--- src/verilog/regex_pkg.sv ---
// regex coprocessor shared definitions
// widths, buffer depths, the wildcard code, the memory word view
// and the fetcher state encoding
package regex_pkg;

    // character and memory geometry
    localparam int CHAR_WIDTH      = 8;
    localparam int MEM_WIDTH       = 16;
    localparam int CHARS_PER_WORD  = MEM_WIDTH / CHAR_WIDTH;
    localparam int MEM_ADDR_WIDTH  = 11;
    localparam int PTR_WIDTH       = 32;

    // literal pattern limits
    localparam int PATTERN_LEN_MAX   = 4;
    localparam int PATTERN_LEN_WIDTH = 3;

    // character buffer between fetcher and matcher
    localparam int FIFO_DEPTH = 4;

    // ascii dot, matches any character
    localparam logic [CHAR_WIDTH-1:0] WILDCARD_CHAR = 8'h2e;

    // one memory word, seen either whole or as characters
    // character 0 sits in the low byte
    typedef union packed {
        logic [MEM_WIDTH-1:0]                       word;
        logic [CHARS_PER_WORD-1:0][CHAR_WIDTH-1:0]  chars;
    } memory_word_t;

    // job control states of the fetcher
    typedef enum logic [2:0] {
        st_idle,
        st_wait_data,
        st_send,
        st_fetch,
        st_error
    } fetch_state_t;

endpackage

--- src/verilog/char_link_if.sv ---
// four-phase character link
// the source raises req with ch and last stable, the sink answers with ack
interface char_link_if
    import regex_pkg::*;
();

    logic                   req;
    logic                   ack;
    logic [CHAR_WIDTH-1:0]  ch;
    // set on the final character of the string
    logic                   last;

    modport source (
        output req,
        output ch,
        output last,
        input  ack
    );

    modport sink (
        input  req,
        input  ch,
        input  last,
        output ack
    );

endinterface

--- src/verilog/char_fetcher.sv ---
// character fetcher
// accepts a job, reads the text memory one word at a time and
// sends the string out one character per four-phase handshake
module char_fetcher
    import regex_pkg::*;
(
    input  logic                        clk,
    input  logic                        rst,

    input  logic                        valid,
    output logic                        ready,
    input  logic [PTR_WIDTH-1:0]        start_cc_pointer,
    input  logic [PTR_WIDTH-1:0]        end_cc_pointer,

    output logic                        memory_valid,
    output logic [MEM_ADDR_WIDTH-1:0]   memory_addr,
    input  logic                        memory_ready,
    input  memory_word_t                memory_data,

    input  logic                        job_done,
    output logic                        error,

    char_link_if.source                 fetch
);

    fetch_state_t                           state_q;
    // pointer to the character being sent
    logic [PTR_WIDTH-1:0]                   ptr_q;
    // latched memory word, no reset needed
    memory_word_t                           word_q;
    logic                                   req_q;
    // final character handed over, wait for the matcher to finish
    logic                                   sent_last_q;
    logic [$clog2(CHARS_PER_WORD)-1:0]      offset;
    logic                                   at_last;
    logic                                   job_ok;

    // position of the current character inside its word
    assign offset  = ptr_q[$clog2(CHARS_PER_WORD)-1:0];
    assign at_last = (ptr_q == end_cc_pointer);
    // start must be word aligned and the string must not run backwards
    assign job_ok  = !start_cc_pointer[0] && (end_cc_pointer >= start_cc_pointer);

    assign fetch.req  = req_q;
    assign fetch.ch   = word_q.chars[offset];
    assign fetch.last = at_last;

    // error is sticky until rst
    assign error = (state_q == st_error);

    // memory request and job handshake
    always_comb
    begin
        ready        = 1'b0;
        memory_valid = 1'b0;
        memory_addr  = MEM_ADDR_WIDTH'(ptr_q >> $clog2(CHARS_PER_WORD));
        case (state_q)
            st_idle:
            begin
                // first word is requested together with the job
                ready        = memory_ready;
                memory_valid = valid;
                memory_addr  = MEM_ADDR_WIDTH'(start_cc_pointer >> $clog2(CHARS_PER_WORD));
            end
            st_fetch:
            begin
                memory_valid = 1'b1;
            end
            default:
            begin
                memory_valid = 1'b0;
            end
        endcase
    end

    always_ff @(posedge clk)
    begin
        if (rst)
        begin
            state_q     <= st_idle;
            ptr_q       <= '0;
            req_q       <= 1'b0;
            sent_last_q <= 1'b0;
        end
        else if (job_done && state_q != st_error)
        begin
            // flush, drop any handshake in flight
            state_q     <= st_idle;
            req_q       <= 1'b0;
            sent_last_q <= 1'b0;
        end
        else
        begin
            case (state_q)
                st_idle:
                begin
                    if (valid && memory_ready)
                    begin
                        if (job_ok)
                        begin
                            state_q <= st_wait_data;
                            ptr_q   <= start_cc_pointer;
                        end
                        else
                        begin
                            state_q <= st_error;
                        end
                    end
                end
                st_wait_data:
                begin
                    // memory data is valid now and gets latched below
                    state_q <= st_send;
                end
                st_send:
                begin
                    if (req_q && fetch.ack)
                    begin
                        // character taken, release req
                        req_q <= 1'b0;
                        if (at_last)
                        begin
                            sent_last_q <= 1'b1;
                        end
                        else
                        begin
                            ptr_q <= ptr_q + 1'b1;
                            // all ones offset means the word is used up
                            if (&offset)
                            begin
                                state_q <= st_fetch;
                            end
                        end
                    end
                    else if (!req_q && !fetch.ack && !sent_last_q)
                    begin
                        req_q <= 1'b1;
                    end
                end
                st_fetch:
                begin
                    if (memory_ready)
                    begin
                        state_q <= st_wait_data;
                    end
                end
                default:
                begin
                    state_q <= st_error;
                end
            endcase
        end
    end

    // word register, loaded one cycle after the memory handshake
    always_ff @(posedge clk)
    begin
        if (state_q == st_wait_data)
        begin
            word_q.word <= memory_data.word;
        end
    end

endmodule

--- src/verilog/char_fifo.sv ---
// character FIFO
// buffers up to FIFO_DEPTH characters with their last flags between two
// four-phase links, flush empties it and drops both handshakes
module char_fifo
    import regex_pkg::*;
(
    input  logic        clk,
    input  logic        rst,
    input  logic        flush,
    char_link_if.sink   in,
    char_link_if.source out
);

    // storage, no reset needed
    logic [CHAR_WIDTH-1:0]              ch_mem   [FIFO_DEPTH];
    logic                               last_mem [FIFO_DEPTH];

    logic [$clog2(FIFO_DEPTH)-1:0]      wr_ptr_q;
    logic [$clog2(FIFO_DEPTH)-1:0]      rd_ptr_q;
    logic [$clog2(FIFO_DEPTH+1)-1:0]    count_q;
    logic                               ack_q;
    logic                               req_q;
    logic                               push;
    logic                               pop;

    // new req on the input side while an entry is free
    assign push = in.req && !ack_q && (count_q < FIFO_DEPTH);
    // sink has acked the head entry
    assign pop  = req_q && out.ack;

    assign in.ack   = ack_q;
    assign out.req  = req_q;
    assign out.ch   = ch_mem[rd_ptr_q];
    assign out.last = last_mem[rd_ptr_q];

    always_ff @(posedge clk)
    begin
        if (rst || flush)
        begin
            wr_ptr_q <= '0;
            rd_ptr_q <= '0;
            count_q  <= '0;
            ack_q    <= 1'b0;
            req_q    <= 1'b0;
        end
        else
        begin
            // input side, ack stays high until req drops
            if (push)
            begin
                wr_ptr_q <= wr_ptr_q + 1'b1;
                ack_q    <= 1'b1;
            end
            else if (ack_q && !in.req)
            begin
                ack_q <= 1'b0;
            end
            // output side, next req only once ack is low again
            if (pop)
            begin
                rd_ptr_q <= rd_ptr_q + 1'b1;
                req_q    <= 1'b0;
            end
            else if (!req_q && !out.ack && count_q != '0)
            begin
                req_q <= 1'b1;
            end
            count_q <= count_q + ($clog2(FIFO_DEPTH+1))'(push)
                               - ($clog2(FIFO_DEPTH+1))'(pop);
        end
    end

    always_ff @(posedge clk)
    begin
        if (push)
        begin
            ch_mem[wr_ptr_q]   <= in.ch;
            last_mem[wr_ptr_q] <= in.last;
        end
    end

endmodule

--- src/verilog/pattern_matcher.sv ---
// literal pattern matcher
// shifts characters into a short history and compares it with a pattern
// of up to PATTERN_LEN_MAX characters, dot matches anything
module pattern_matcher
    import regex_pkg::*;
(
    input  logic                                        clk,
    input  logic                                        rst,
    input  logic [PATTERN_LEN_MAX-1:0][CHAR_WIDTH-1:0]  pattern,
    input  logic [PATTERN_LEN_WIDTH-1:0]                pattern_len,
    output logic                                        done,
    output logic                                        accept,
    char_link_if.sink                                   in
);

    // entry 0 holds the newest character
    logic [PATTERN_LEN_MAX-1:0][CHAR_WIDTH-1:0]     history_q;
    // characters seen, saturates at PATTERN_LEN_MAX
    logic [PATTERN_LEN_WIDTH-1:0]                   seen_q;
    logic                                           ack_q;
    // a new character sits in the history and waits for evaluation
    logic                                           check_q;
    logic                                           last_q;
    logic                                           take;
    logic                                           match;

    assign take   = in.req && !ack_q;
    assign in.ack = ack_q;

    // newest character lines up with pattern[pattern_len-1]
    always_comb
    begin
        logic [PATTERN_LEN_WIDTH-1:0] idx;
        idx   = '0;
        match = (seen_q >= pattern_len);
        for (int i = 0; i < PATTERN_LEN_MAX; i++)
        begin
            if (i < pattern_len)
            begin
                idx = pattern_len - PATTERN_LEN_WIDTH'(i + 1);
                if (pattern[idx] != WILDCARD_CHAR && pattern[idx] != history_q[i])
                begin
                    match = 1'b0;
                end
            end
        end
    end

    always_ff @(posedge clk)
    begin
        if (rst)
        begin
            seen_q  <= '0;
            ack_q   <= 1'b0;
            check_q <= 1'b0;
            last_q  <= 1'b0;
            done    <= 1'b0;
            accept  <= 1'b0;
        end
        else
        begin
            done   <= 1'b0;
            accept <= 1'b0;
            if (take)
            begin
                ack_q   <= 1'b1;
                check_q <= 1'b1;
                last_q  <= in.last;
                if (seen_q < PATTERN_LEN_MAX)
                begin
                    seen_q <= seen_q + 1'b1;
                end
            end
            else if (ack_q && !in.req)
            begin
                ack_q <= 1'b0;
            end
            // evaluate one cycle after the ack
            if (check_q)
            begin
                check_q <= 1'b0;
                if (match || last_q)
                begin
                    done   <= 1'b1;
                    accept <= match;
                    // empty history for the next job
                    seen_q <= '0;
                end
            end
        end
    end

    always_ff @(posedge clk)
    begin
        if (take)
        begin
            history_q <= {history_q[PATTERN_LEN_MAX-2:0], in.ch};
        end
    end

endmodule

--- src/verilog/regex_coprocessor.sv ---
// regex coprocessor top level
// fetcher reads the text memory, a character FIFO decouples it from the
// pattern matcher, and the matcher's done flushes the front end
module regex_coprocessor
    import regex_pkg::*;
(
    input  logic                                        clk,
    input  logic                                        rst,

    output logic                                        memory_valid,
    output logic [MEM_ADDR_WIDTH-1:0]                   memory_addr,
    input  logic                                        memory_ready,
    input  logic [MEM_WIDTH-1:0]                        memory_data,

    input  logic                                        valid,
    output logic                                        ready,
    input  logic [PTR_WIDTH-1:0]                        start_cc_pointer,
    input  logic [PTR_WIDTH-1:0]                        end_cc_pointer,

    input  logic [PATTERN_LEN_MAX-1:0][CHAR_WIDTH-1:0]  pattern,
    input  logic [PATTERN_LEN_WIDTH-1:0]                pattern_len,

    output logic                                        done,
    output logic                                        accept,
    output logic                                        error
);

    // fetcher to FIFO, FIFO to matcher
    char_link_if fetch_link ();
    char_link_if match_link ();

    char_fetcher i_char_fetcher (
        .clk              (clk),
        .rst              (rst),
        .valid            (valid),
        .ready            (ready),
        .start_cc_pointer (start_cc_pointer),
        .end_cc_pointer   (end_cc_pointer),
        .memory_valid     (memory_valid),
        .memory_addr      (memory_addr),
        .memory_ready     (memory_ready),
        .memory_data      (memory_data),
        .job_done         (done),
        .error            (error),
        .fetch            (fetch_link.source)
    );

    // done doubles as flush so no stale character survives a job
    char_fifo i_char_fifo (
        .clk   (clk),
        .rst   (rst),
        .flush (done),
        .in    (fetch_link.sink),
        .out   (match_link.source)
    );

    pattern_matcher i_pattern_matcher (
        .clk         (clk),
        .rst         (rst),
        .pattern     (pattern),
        .pattern_len (pattern_len),
        .done        (done),
        .accept      (accept),
        .in          (match_link.sink)
    );

endmodule

--- config.mk ---
export PLATFORM = sky130hd
export DESIGN_NAME = regex_coprocessor
export DESIGN_NICKNAME = d
export VERILOG_FILES = /design/src/verilog/regex_pkg.sv /design/src/verilog/char_link_if.sv /design/src/verilog/char_fetcher.sv /design/src/verilog/char_fifo.sv /design/src/verilog/pattern_matcher.sv /design/src/verilog/regex_coprocessor.sv
export SDC_FILE = /design/constraint.sdc
export NUM_CORES = 1
export LEC_CHECK = 0
export BUFFER_PORTS_ARGS = -buffer_cell sky130_fd_sc_hd__buf_2
export CAP_MARGIN = 20
export CORE_ASPECT_RATIO = 0.5
export CORE_MARGIN = 5
export CORE_UTILIZATION = 25
export CTS_CLUSTER_DIAMETER = 50
export DETAILED_ROUTE_END_ITERATION = 7
export SLEW_MARGIN = 20
export SYNTH_ARGS = -nofsm -noshare
export SYNTH_HDL_FRONTEND = slang
export SYNTH_SLANG_ARGS = --single-unit
--- constraint.sdc ---
create_clock -name clk -period 3 [get_ports clk]
set_input_delay 0.3 -clock clk [delete_from_list [all_inputs] [get_ports clk]]
set_output_delay 0.3 -clock clk [all_outputs]
set_load 0.01 [all_outputs]
### Yosys cells after proc, flatten, opt, wreduce, memory -nomap -nowiden

Memories as Yosys holds them, arrays and structs flattened. A register that Yosys moved wholly into a read port is not among the register bits.
Cells that the tools add are included.

* word-level logic and storage cells: 154
* output and inout port bits: 16
* memories: 2
* bits in writable memories: 36
* input bits: 119
* bits in registers: 93

* equality and inequality tests: 20
* $add $sub $neg: 10
* reduce and logical (&&, ||, !) cells: 41
* magnitude comparators: 13
* mux-type cells: 47
* bitwise logic cells: 3

Memory list
* i_char_fifo.ch_mem: depth 4, bits a word 8, rd ports 1, clocked after Yosys merged registers in 1, wr ports 1, RTL line char_fifo.sv:15 `logic [CHAR_WIDTH-1:0] ch_mem [FIFO_DEPTH];`
* i_char_fifo.last_mem: depth 4, bits a word 1, rd ports 1, clocked after Yosys merged registers in 1, wr ports 1, RTL line char_fifo.sv:16 `logic last_mem [FIFO_DEPTH];`

Operator list (count)
* two-way mux 32 bit: 4
* binary-select mux 8 bit (select 2 bit): 4
* case mux 32 bit (2 select lines): 1
* two-way mux 8 bit: 6
* adder 32 x 1 -> 32 bit (second input constant): 1
* equality test 32 bit: 1
* greater-or-equal comparator 32 bit: 1
* != test 8 x 6 -> 1 bit (second input constant): 4
* != test 8 bit: 4
* two-way mux 3 bit: 10
* two-way mux 1 bit: 19
* logical AND 1 bit: 18
* < comparator 3 bit (second input constant): 6
* case mux 3 bit (4 select lines): 1
* two-way mux 11 bit: 1
* != test 2 x 1 -> 1 bit (second input constant): 4
* nonzero test 2 bit: 4
* OR reduction 2 bit: 4
* equality test 3 x 2 -> 1 bit (second input constant): 2
* zero test 1 bit: 6
* < comparator 1 x 3 -> 1 bit (first input constant): 2
* < comparator 2 x 3 -> 1 bit (first input constant): 2
* AND reduction 6 bit: 1
* subtractor 3 x 2 -> 3 bit (second input constant): 2
* other kinds (21): 26

### Depth between registers and ports, before layout

* word-level depth: 16
* mapped depth: 14
* depth with buffers taken out: 10

### Modules after synthesis

Synthesis repeated with hierarchy kept, for this count alone.

* cell total of the unflattened synthesis: 820
* area, all modules: 9096.2 um^2

Modules (own cells, without submodules)
* char_fetcher: area each 4309.1 um^2, cells each 510, instances 1
* pattern_matcher: area each 2906.5 um^2, cells each 207, instances 1
* char_fifo: area each 1880.6 um^2, cells each 103, instances 1

### Least setup slack after synthesis

OpenSTA, ideal clock, no wires.

* path type: input-to-reg
* start point: in pattern_len[1]
* end point: reg i_pattern_matcher.done
* arrival: 2.801 ns
* data required time: 2.941 ns
* stages: 14
* slack: 0.141 ns
* library setup time: 0.059 ns
* cells stage by stage: buf_4 > buf_4 > inv_1 > ha_1 > buf_2 > buf_2 > mux4_1 > xnor2_1 > nand4_1 > nor2_1 > a211oi_1 > or3_1 > nor4b_2 > a31o_1

* cells in the longest elaborated chain, start to end: 15

Ends and longest elaborated chain
* start, declared: RTL line regex_coprocessor.sv:21 `input logic [PATTERN_LEN_WIDTH-1:0] pattern_len,`
* subtractor 3 x 1 -> 3 bit: RTL line pattern_matcher.sv:40 `idx = pattern_len - PATTERN_LEN_WIDTH'(i + 1);`
* binary-select mux 8 bit (select 2 bit): RTL line pattern_matcher.sv:41 `if (pattern[idx] != WILDCARD_CHAR && pattern[idx] != history_q[i])`
* two-way mux 8 bit (implied by the code): RTL line pattern_matcher.sv:41
* != test 8 x 6 -> 1 bit or != test 8 bit (tied branches): RTL line pattern_matcher.sv:41
* logical AND 1 bit: RTL line pattern_matcher.sv:41
* two-way mux 1 bit: RTL line pattern_matcher.sv:41
* two-way mux 1 bit: RTL line pattern_matcher.sv:38 `if (i < pattern_len)`
* two-way mux 1 bit: RTL line pattern_matcher.sv:41
* two-way mux 1 bit: RTL line pattern_matcher.sv:38
* two-way mux 1 bit: RTL line pattern_matcher.sv:41
* two-way mux 1 bit: RTL line pattern_matcher.sv:38
* two-way mux 1 bit: RTL line pattern_matcher.sv:41
* two-way mux 1 bit (*): RTL line pattern_matcher.sv:38
* logical OR 1 bit (*): RTL line pattern_matcher.sv:82 `if (match || last_q)`
* two-way mux 1 bit (*): RTL line pattern_matcher.sv:82
* end signal, assigned: RTL line pattern_matcher.sv:57 `done <= 1'b0;`
* end signal, assigned: RTL line pattern_matcher.sv:62 `done <= 1'b0;`
* end signal, assigned: RTL line pattern_matcher.sv:84 `done <= 1'b1;`
* end, declared: RTL line pattern_matcher.sv:11 `output logic done,`

Every way passes the cells marked *; elsewhere a longest branch is shown, timed or not. The select of a mux whose other input is x is not followed.
A chain may end at the register's enable or synchronous reset.

### Worst setup path in the final report

* start point: reg i_char_fetcher.ptr_q[1]
* end point: reg i_char_fetcher.ptr_q[30]

* cells in the longest elaborated chain, start to end: 4

Ends and longest elaborated chain
* start, declared: RTL line char_fetcher.sv:28 `logic [PTR_WIDTH-1:0] ptr_q;`
* start signal, assigned: RTL line char_fetcher.sv:102 `ptr_q <= start_cc_pointer;`
* start signal, assigned: RTL line char_fetcher.sv:127 `ptr_q <= ptr_q + 1'b1;`
* adder 32 x 1 -> 32 bit: RTL line char_fetcher.sv:127
* two-way mux 32 bit: RTL line char_fetcher.sv:121 `if (at_last)`
* two-way mux 32 bit: RTL line char_fetcher.sv:117 `if (req_q && fetch.ack)`
* case mux 32 bit (2 select lines): RTL line char_fetcher.sv:94 `case (state_q)`

Parallel ways exist; a longest one is shown, timed or not. The select of a mux whose other input is x is not followed.

==> out/results.txt <==
STA classifies the critical path endpoint as a flop. The tools report the buffer type at the clock tree root as sky130_fd_sc_hd__clkbuf_16. 135 I/O pins were placed.

The maximum number of pins on one net before global-route repair came out at 48. The top cell types in the final layout, fill and taps aside, are sky130_fd_sc_hd__buf_2 (134), sky130_fd_sc_hd__edfxtp_1 (84), sky130_fd_sc_hd__a21oi_1 (61). In this run the number of H-tree levels came out at 4. Setup repair after global routing left no endpoint under its margin. The final critical-path setup slack is 0.328 ns, and the post-cts hold buffer count is 0. In the final routed layout, each cell accounts on average for 18.2 microns.

The synthesized area per cell came out at 10.8 sq um. For the weighted congestion reported at the end of routability-driven placement, the log shows 0.918. Leakage power summed over all cells: 4.08 nW. The row count was 48; the post-route fraction of the period consumed by the critical path was 0.891.

Fraction of registers with async set or reset after synthesis: 0. The die covers 0.0393 sq mm. The reported max-cap violation count came out at 0. The number of buffers inserted by port buffering works out to 134. The via total after detailed routing was 7113.

Cell type with the highest occurrence count on the critical path: sky130_fd_sc_hd__nand3_1. The accumulated negative setup slack was 0 ns. Together, buffers and inverters on the worst path number 0. At the end of the flow, the number of nets in the layout was 1116. Detailed placement ended at an HPWL of 20400 microns. For the wire length of the first global-routing pass, the log shows 40200 microns. DRC violation total after the first TritonRoute iteration: 600. The tools report the iteration count of the initial detailed-routing pass as 6. STA classifies the critical path startpoint as a flop. Number of clock sinks seen by CTS: 138.

The tools report the number of global-route vias before repair as 7389. The area added between synthesis and finish works out to 21.6%. The largest single stage delay on the critical path is 0.45 ns.

The run finished with clean final reports. Setup violations remaining at the end of the flow were counted as 0. The count of flip-flops with a built-in enable after synthesis works out to 84. Largest area contributor in the netlist: sky130_fd_sc_hd__edfxtp_1. The worst-case IR drop observed on VDD is 0.000330 V.

The detail route stage leaves a number of antenna-violating nets equal to 0. The run gives 0 as the final max-slew violation count. For the synthesized netlist cell count, the log shows 816.

The longest clock path from root to sink contains 2 buffers. The number of nets in the synthesized netlist is 984. The quantity of gates resized following cts was 0.

Leaving out fill and tap cells, the most frequent cell in the layout is sky130_fd_sc_hd__buf_2. At the later pin of the worst-skew pair, clock insertion delay measures 0.43 ns. On the critical path, the stage with the largest delay is an instance of sky130_fd_sc_hd__dfxtp_1.

The tools report the total of warnings raised by yosys as 0. The leading register cell type out of synthesis was sky130_fd_sc_hd__edfxtp_1. After clock tree synthesis, the clock-pin slew on the worst setup and hold paths is 0.08 ns. The fraction of layout instances using a drive strength above 1 was 0.267.

The path class of the tightest hold or removal check is primary input to flop. For the worst slack at placement, the log shows -0.0563 ns. The tools report the hold violation total from the final report as 0.

Among cell families on the critical path, the largest total delay comes from simple AND/OR/NAND/NOR gates. The worst hold path startpoint is memory_data[11]. The run gives 0.0347 sq mm as the placeable core region. The run gives 0.131 as the global-route usage over all layers. The kind of critical path is flop to flop. The netlist uses 66 different library cells. The floorplan step set the die width to 275 microns.

Clock tree synthesis inserted a total of 17 buffers. The setup check on the worst reg-to-reg path leaves a slack of 0.33 ns. The measured slew at the worst slew-check pin came out at 0.859 ns.

After synthesis the netlist holds a flip-flop and latch count of 138. Power spread over the standard cell area amounts to 454 mW/mm^2. The overflow left after global routing is 0. Worst slew margin relative to its limit: 0.426.

TritonCTS built the clock tree. The number of antenna violations at the first check in global routing came out at 1. The run gives 0.254 as the effective utilization at floorplan. After detailed routing, the number of vias per cell comes to 4.95. The area share of the leading cell type in the synthesized netlist works out to 0.286. The synthesized netlist occupies a cell area of 0.00881 sq mm.

In the post-synthesis netlist, the biggest area contributors are sky130_fd_sc_hd__edfxtp_1 (29%), sky130_fd_sc_hd__dfxtp_1 (12%), sky130_fd_sc_hd__mux4_2 (8.4%), sky130_fd_sc_hd__ha_1 (6.8%), sky130_fd_sc_hd__xor2_1 (4.0%). The share of the core filled with cells was 0.309; the post-synthesis sequential area ratio was 0.409. The first element of the critical path is i_char_fetcher.ptr_q[1]$_SDFFE_PP0P_. The data arrival time at the worst-slack endpoint was 3.01 ns; the detailed-route wire length was 26200 microns.

STA puts the critical path data required time at 3.34 ns. Walking the worst path, the cells encountered are ha_1 > nand3_1 > nor2_1 > nand2b_1 > nor4_1 > and3_1 > nand3_1 > o31a_1 > o32ai_1. The maximum net fanout on the critical path is 6, and the highest clock frequency the design can meet is 0.374 GHz. Between clock sinks in the finished design, the worst skew comes to 0.0116 ns. In the routed design, unresolved DRC markers number 0. The worst path needs 2.67 ns of the cycle, external delays included. Number of buffers added for setup after CTS: 0. Startpoint of the worst register-to-register path: i_char_fetcher.ptr_q[1]$_SDFFE_PP0P_.

The die height was 143 microns.
==> metal layers <==
metal  vias to the layer above  global-route usage  part of all wire
li1                       3353                   -                 -
met1                      3478               0.144              0.38
met4                         2              0.0549             0.029
met2                       228               0.250              0.55
met3                        52              0.0233             0.045
met5                         -                   0           0.00050
==> cells in the mapped netlist, drive strengths merged, types with 20 or more instances <==
library cell	count
o21ai	24
nor2	56
nand2	51
xnor2	30
edfxtp	84
mux2	20
dfxtp	54
clkbuf	27
a21oi	61
xor2	40
mux4	42
ha	48
inv	49
==> state kept, by name, indices dropped and copies added (netlist names), 2 cells and up <==
register / flops
i_char_fetcher.ptr_q: 32
i_char_fifo.ch_mem: 32
i_pattern_matcher.history_q: 32
i_char_fetcher.word_q: 16
i_char_fifo.last_mem: 4
i_char_fetcher.state_q: 3
i_char_fifo.count_q: 3
i_pattern_matcher.seen_q: 3
i_char_fifo.rd_ptr_q: 2
i_char_fifo.wr_ptr_q: 2
==> logic make-up (layout without fill, tap and decap cells) <==
family	after synthesis	count (layout)	synth area share
compound gates	157	157	0.114
other cells	0	1	0
simple gates	239	239	0.142
flops	138	138	0.409
fa+ha+maj	49	49	0.0704
mux	70	70	0.148
xor+xnor	70	70	0.0696
buf+inv	93	238	0.0464
==> worst reg2reg max path: stages (launching register included) <==
cell and delay (ns):
sky130_fd_sc_hd__dfxtp_1 0.45, sky130_fd_sc_hd__ha_1 0.27, sky130_fd_sc_hd__nand3_1 0.23, sky130_fd_sc_hd__nor2_1 0.23, sky130_fd_sc_hd__nand2b_1 0.17, sky130_fd_sc_hd__nor4_1 0.39, sky130_fd_sc_hd__and3_1 0.28, sky130_fd_sc_hd__nand3_1 0.11
sky130_fd_sc_hd__o31a_1 0.24, sky130_fd_sc_hd__o32ai_1 0.21
==> per-stage QoR <==
stage / total power, mW / cell area [sq um] / hold slack [ns] / instances
floorplan: 2.49 / 8810 / 0.399 / 816
global placement: 2.76 / 10100 / 0.455 / 1404
detailed placement: 2.77 / 10100 / 0.458 / 1404
CTS: 4.89 / 10700 / 0.0171 / 1436
global route: 5.05 / 10700 / 0.0248 / 1436
finish: 4.86 / 10700 / 0.0374 / 1437
==> area by class of cell <==
class,count,area [sq um]
Sequential cell,138,3600
Clock inverter,15,186
Clock buffer,17,425
Inverter,49,184
Tap cell,475,594
Antenna cell,1,2.50
Fill cell,3552,23900
Multi-Input combinational cell,585,4810
Timing Repair Buffer,157,906
==> path summary, 6_finish.rpt <==
kind | depth (start not counted) | to
worst max register to register | 9 | i_char_fetcher.ptr_q[30]$_SDFFE_PP0P_
worst min-delay path | 1 | i_char_fetcher.word_q[11]$_DFFE_PP_
worst max-delay path | 9 | i_char_fetcher.ptr_q[30]$_SDFFE_PP0P_
worst min register to register | 0 | i_pattern_matcher.history_q[19]$_DFFE_PP_
==> power breakdown <==
part / switching [mW] / internal [mW] / leakage [nW]
Combinational: 0.370 / 0.322 / 2.59
Clock: 0.991 / 1.14 / 0.300
Sequential: 0.0237 / 2.02 / 1.19
Total: 1.38 / 3.48 / 4.08
Power figures use the tool's default switching activity.
